### src/verilog/mapper_pkg.sv
// shared types for the memory-mapper RAM subsystem
// the bus side follows the 8-bit expansion bus with single-cycle strobes
// the RAM side carries a 22-bit physical address, of which the RAM keeps
// only its low RAM_ADDR_BITS bits
// segment registers sit on four consecutive I/O ports from seg_port_base

package mapper_pkg;

	// ----------------------------------------
	// constants
	// ----------------------------------------

	// I/O port of the page 0 segment register, pages 1..3 follow it
	localparam logic [7:0] seg_port_base = 8'hFC;

	// 8-bit segment number joined to a 14-bit page offset
	localparam int phys_addr_bits = 22;

	// ----------------------------------------
	// bus side
	// ----------------------------------------

	// one strobe from the bus master
	// valid when exactly one of read/write and one of io/memory is high
	typedef struct packed {
		logic [15:0] address;
		logic [7:0]  write_data;
		logic        read;
		logic        write;
		logic        io;
		logic        memory;
	} bus_req_t;

	// read data is zero whenever read_ready is low
	typedef struct packed {
		logic       read_ready;
		logic [7:0] read_data;
	} bus_rsp_t;

	// ----------------------------------------
	// RAM side
	// ----------------------------------------

	typedef struct packed {
		logic                      rd;
		logic                      wr;
		logic [phys_addr_bits-1:0] address;
		logic [7:0]                wdata;
	} ram_req_t;

	// rdata is only meaningful while rdata_en is high
	typedef struct packed {
		logic       rdata_en;
		logic [7:0] rdata;
	} ram_rsp_t;

endpackage

### src/verilog/mapper_ram.sv
// memory mapper: four segment registers on I/O ports FC..FF, one per 16 KB page
// RAM requests are combinational in the strobe cycle, nothing is registered
// I/O readback of the segment registers answers one cycle after the strobe
// a memory response and an I/O readback must not land in the same cycle,
// if they do the memory response wins and the readback is dropped
// I/O reads of any other port get no response at all

`timescale 1ns/10ps

module mapper_ram
	import mapper_pkg::*;
(
	input  logic     clk,
	input  logic     n_reset,
	input  bus_req_t bus_req,
	output bus_rsp_t bus_rsp,
	output ram_req_t ram_req,
	input  ram_rsp_t ram_rsp
);

	// strobe decode
	logic       strobe_ok;
	logic       io_write;
	logic       io_read;
	logic       mem_write;
	logic       mem_read;

	// port decode relative to the first segment port
	logic [7:0] port_offset;
	logic       port_hit;
	logic [1:0] port_sel;

	// one byte per page, index is the page number
	logic [3:0][7:0] seg_reg;
	logic [1:0]      page_sel;
	logic [7:0]      page_seg;

	// registered I/O readback
	logic       io_rsp_valid;
	logic [7:0] io_rsp_data;

	// ----------------------------------------
	// strobe decode
	// ----------------------------------------

	// exactly one direction and exactly one space, anything else is idle
	assign strobe_ok = (bus_req.read ^ bus_req.write) & (bus_req.io ^ bus_req.memory);

	assign io_write  = strobe_ok & bus_req.io & bus_req.write;
	assign io_read   = strobe_ok & bus_req.io & bus_req.read;
	assign mem_write = strobe_ok & bus_req.memory & bus_req.write;
	assign mem_read  = strobe_ok & bus_req.memory & bus_req.read;

	// only the low address byte selects an I/O port
	assign port_offset = bus_req.address[7:0] - seg_port_base;
	assign port_hit    = (port_offset[7:2] == 6'd0);
	assign port_sel    = port_offset[1:0];

	// ----------------------------------------
	// segment registers
	// ----------------------------------------

	// new value is visible to a memory strobe in the very next cycle
	always_ff @(posedge clk) begin
		if (!n_reset) begin
			seg_reg <= '0;
		end else if (io_write && port_hit) begin
			seg_reg[port_sel] <= bus_req.write_data;
		end
	end

	// ----------------------------------------
	// page decode and RAM request
	// ----------------------------------------

	// cpu address bits 15..14 pick the page
	assign page_sel = bus_req.address[15:14];
	assign page_seg = seg_reg[page_sel];

	always_comb begin
		ram_req.rd      = mem_read;
		ram_req.wr      = mem_write;
		// segment on top, 14-bit page offset below
		ram_req.address = {page_seg, bus_req.address[13:0]};
		ram_req.wdata   = bus_req.write_data;
	end

	// ----------------------------------------
	// I/O readback
	// ----------------------------------------

	always_ff @(posedge clk) begin
		if (!n_reset) begin
			io_rsp_valid <= 1'b0;
		end else begin
			io_rsp_valid <= io_read & port_hit;
		end
	end

	// data only loads on a hit, it is masked by the valid bit downstream
	always_ff @(posedge clk) begin
		if (io_read && port_hit) begin
			io_rsp_data <= seg_reg[port_sel];
		end
	end

	// ----------------------------------------
	// response merge
	// ----------------------------------------

	// RAM data has priority, an idle bus carries zero data
	always_comb begin
		if (ram_rsp.rdata_en) begin
			bus_rsp.read_ready = 1'b1;
			bus_rsp.read_data  = ram_rsp.rdata;
		end else if (io_rsp_valid) begin
			bus_rsp.read_ready = 1'b1;
			bus_rsp.read_data  = io_rsp_data;
		end else begin
			bus_rsp.read_ready = 1'b0;
			bus_rsp.read_data  = 8'd0;
		end
	end

endmodule

### config.mk
export PLATFORM = sky130hd
export DESIGN_NAME = mapper_ram
export DESIGN_NICKNAME = d
export VERILOG_FILES = /design/src/verilog/mapper_pkg.sv /design/src/verilog/mapper_ram.sv
export SDC_FILE = /design/constraint.sdc
export NUM_CORES = 1
export LEC_CHECK = 0
export ABC_AREA = 1
export BUFFER_PORTS_ARGS = -buffer_cell sky130_fd_sc_hd__buf_4
export CAP_MARGIN = 15
export CORE_MARGIN = 10
export CORE_UTILIZATION = 40
export DETAILED_ROUTE_END_ITERATION = 16
export PLACE_DENSITY = 0.67
export SYNTH_ARGS = -nofsm -noshare
export SYNTH_HDL_FRONTEND = slang
export SYNTH_SLANG_ARGS = --single-unit
### constraint.sdc
create_clock -name clk -period 1.6 [get_ports clk]
set_input_delay 0.32 -clock clk [delete_from_list [all_inputs] [get_ports clk]]
set_output_delay 0.32 -clock clk [all_outputs]
set_load 0.01 [all_outputs]
* Word-level counts from Yosys, hierarchy flattened
Cells that the tools add are included.
** Word-level totals
- Flip-flop bits (word level) :: 41
- Input bits :: 39
- Output and inout port bits :: 41
- Word-level logic and storage cells :: 33
** Cells by class
- $add $sub $neg :: 1
- $lt $le $gt $ge :: 3
- Muxes and demuxes :: 9
- Bitwise gates (word level) :: 10
- Reductions and logical operators :: 4
** Operators by type and width (count)
- 8-bit binary-select mux with 2-bit select :: 2
- 32-bit bitwise mux :: 1
- 8-bit two-way mux :: 3
- 9-bit two-way mux :: 2
- 8-bit demux with 2-bit select :: 1
- 1-bit bitwise AND :: 8
- 8-bit subtractor, second input constant :: 1
- 6-bit zero test :: 1
- 2-bit by 3-bit < comparator with 1-bit output, second input constant :: 2
- 1-bit logical AND :: 3
- 2-bit by 1-bit >= comparator with 1-bit output, second input constant :: 1
- 1-bit XOR :: 2

* Logic depth before layout (Yosys ltp)
- Word-level depth :: 6
- Gate-level depth with buffers :: 9
- Gate-level depth less buffers :: 8

* Worst setup path before layout
Ideal clock, no wire load.
- Path kind :: input port to flip-flop
- From :: in bus_req[19] in the netlist's numbering
- To :: reg io_rsp_data[0], enable pin
- Library setup time :: 385 ps
- Arrival time :: 1317 ps
- Data required time :: 1215 ps
- Path slack :: -102 ps
- Stages on the path :: 4
- Path buffers :: 0
- Path through :: nand2_1 > nor2_8 > nand2_2 > nor3_1
** Between the ends
- Word-level cells in the longest chain between the ends :: 3
** RTL lines
- start, declared :: RTL line mapper_ram.sv:15 : input bus_req_t bus_req,
- 8-bit subtractor :: RTL line mapper_ram.sv:55 : assign port_offset = bus_req.address[7:0] - seg_port_base;
- 6-bit zero test :: RTL line mapper_ram.sv:56 : assign port_hit = (port_offset[7:2] == 6'd0);
- 1-bit logical AND :: RTL line mapper_ram.sv:102 : if (io_read && port_hit) begin
- end signal, assigned :: RTL line mapper_ram.sv:103 : io_rsp_data <= seg_reg[port_sel];
- end, declared :: RTL line mapper_ram.sv:40 : logic [7:0] io_rsp_data;
No other way between the ends.
A chain may end at the register's enable or synchronous reset.

==> impl_metrics.json <==
{
  "outcome": "finished, final reports clean",
  "drc": 0,
  "finalMaxSlewViolations": 0,
  "async_flop_share": 0,
  "design.die.area_um2": 10300,
  "yosysWarnings": 0,
  "fin_crit_sh": 0.938,
  "ys_seq_elements": 41,
  "h-tree-depth": 2,
  "relSlewSlack": 0.764,
  "grt_pass1_wl_um": 11500,
  "seqPwrFrac": 0.478,
  "whs_ps": 400,
  "synth_nets": 435,
  "path_cells": "inv_1 > o21ai_0 > a21oi_1 > a21oi_1 > buf_4",
  "path_clk_slew_ps": 80,
  "synth_simple_gate_area_share": 0.334,
  "rsz0062_at_grt": "false",
  "crit_type": "reg -> out",
  "die_w_um": 102,
  "p_comb_frac": 0.170,
  "cts_hold_buf": 0,
  "startpoint_type": "register",
  "power_switching_w": 0.000576,
  "diodes": 0,
  "area_delta_synth_final_pct": 21.8,
  "cts_tree": "done",
  "drt_first_pass_iters": 4,
  "max-vdd-ir-drop_v": 0.000361,
  "synth_xor_area_frac": 0,
  "drt-total-wl_um": 7140,
  "num_vias": 2488,
  "portBuffers": 67,
  "leakage_nw": 1.60,
  "clkLatencyLatePin_ps": 300,
  "path_delay_family": "compound AO/OA/AOI/OAI gates",
  "synth_top_family_by_area": "simple AND/OR/NAND/NOR gates",
  "antenna_found_initial": 0,
  "drt-wirelength-per-cell_um": 13.7,
  "die_h_um": 102,
  "postRouteAntennaNets": 0,
  "grt_use_total": 0.138,
  "cts.sinks": 41,
  "rows": 29,
  "p_int_w": 0.00161,
  "critPathMostFrequentCell": "a21oi_1",
  "critPathMaxStageDelay_ps": 340,
  "cpMaxStageDelayCell": "dfxtp_1",
  "numCtsBuffers": 5,
  "syn_area_um2": 2670,
  "synth_edf_count": 8,
  "maxCapViolations": 0,
  "nNetsFinal": 483,
  "finalClockSkew_ps": 6.51,
  "yosys.cell_types.count": 27,
  "grt_pass1_vias": 2347,
  "root_buffer": "clkbuf_8",
  "finalHoldViolCount": 0,
  "hp-class": "in -> reg",
  "largest_reg_flops": 32,
  "clockBufferDepth": 2,
  "initial_core_util": 0.415,
  "ys.flop_type": "dfxtp_1",
  "gr-total-overflow": 0,
  "final_cell_mix": "nand2_1 (93), inv_1 (80), buf_4 (77)",
  "core_area_um2": 6420,
  "clockPowerShare": 0.351,
  "worst_pin_slew_ps": 354,
  "netlist_instances": 396,
  "path_max_fanout": 2,
  "fmax_mhz": 666,
  "finalSetupTns_ps": 0,
  "finalSetupViolations": 0,
  "post_synth_mux_area_share": 0,
  "synthAdderAreaFrac": 0,
  "endpoint_kind": "output port",
  "drive_gt1_frac": 0.265,
  "dr.first_iter.drc_count": 223,
  "p_sw_frac": 0.263,
  "power_density_nw_per_um2": 675,
  "period_needed_ps": 1500,
  "grt_start_max_net_pins": 34,
  "cts_setup_buffers": 0,
  "place_congestion": 0.852,
  "required_ps": 1280,
  "hpwl_um": 5300,
  "synth_compound_area_frac": 0.109,
  "ys_seq_area_frac": 0.338,
  "cp.arrival_ps": 1180,
  "syn_area_per_cell_um2": 6.73,
  "post_drt_via_cell_ratio": 4.77,
  "final_common_cell": "nand2_1",
  "critPathBufInv": 2,
  "io_pins": 80
}
-- cells by family (layout without fill, tap and decap cells) --
family / after synthesis / count (layout)
DFF: 41 / 41
and+or+nand+nor: 184 / 184
AOI/OAI and AO/OA: 48 / 48
buffers and inverters: 123 / 172
-- tightest hold or removal path, stage by stage --
cell	delay, ps
buf_4	80
inv_1	70
nand3_1	80
nand2_1	50
nor2_2	60
-- layout make-up --
cell class                      count  area [um2]
Tap cell                           77        96.3
Fill cell                         657        3180
Multi-Input combinational cell    232        1190
Timing Repair Buffer               80         638
Clock inverter                      1        5.00
Inverter                           84         319
Clock buffer                        7        97.6
Sequential cell                    41         901
-- synth_stat cells, types with 2 or more instances --
cell type	number	area, um2
nand2_1	93	349
inv_1	80	300
nand3_1	40	200
dfxtp_1	33	661
a21oi_1	24	120
buf_4	24	180
nor2_1	22	82.6
nor2_2	11	68.8
a22oi_1	8	60.1
edfxtp_1	8	240
o21ai_0	8	40.0
o221ai_1	8	70.1
buf_2	5	25.0
clkbuf_1	5	18.8
nand2_2	5	31.3
buf_6	3	33.8
nor3_1	3	15.0
buf_1	2	7.51
inv_2	2	7.51
nand4_2	2	25.0
nand4_4	2	42.5
nor2_4	2	22.5
nor2_8	2	40.0
-- power by group through the flow --
stage | sequential [W] | combinational (W) | clock (W)
finish | 0.00105 | 0.000373 | 0.000769
global route | 0.00105 | 0.000407 | 0.000828
CTS | 0.00105 | 0.000375 | 0.000788
detailed placement | 0.00107 | 0.000374 | 0
global placement | 0.00107 | 0.000370 | 0
floorplan | 0.00107 | 0.000216 | 0
-- what timing repair did --
action | in CTS | in global routing
setup endpoints to repair | 0 | 5
resized for setup | 0 | 5
hold endpoints to repair | 0 | 0
-- routing by layer --
layer / global-route usage / up-vias / share of wire
li1: - / 1298 / -
met1: 0.168 / 1080 / 0.41
met2: 0.226 / 100 / 0.47
met3: 0.0429 / 10 / 0.11
met4: 0.0473 / 0 / 0.015
met5: 0 / - / 0
-- final timing paths --
| check | from | endpoint | slack (ps) | depth (start not counted) |
|---|---|---|---|---|
| setup / recovery | seg_reg[15]$_SDFFE_PN0P_ | ram_req[29] | 100 | 5 |
| hold / removal | bus_req[10] | seg_reg[30]$_SDFFE_PN0P_ | 400 | 5 |
| setup reg to reg | seg_reg[0]$_SDFFE_PN0P_ | io_rsp_data[0]$_DFFE_PP_ | 580 | 2 |
| hold reg to reg | seg_reg[15]$_SDFFE_PN0P_ | seg_reg[15]$_SDFFE_PN0P_ | 530 | 4 |
-- metrics by stage --
stage	cell area, um2	setup WS, ps	std cells	util	total power, W
after floorplan	2670	157	396	-	0.00129
after global placement	3140	151	514	0.489	0.00144
after detailed placement	3140	148	514	0.489	0.00145
after CTS	3240	67.2	522	0.505	0.00221
after global routing	3250	4.51	522	0.505	0.00228
final	3250	99.2	522	0.505	0.00219
Note: power is estimated with default switching activity, not from simulation.
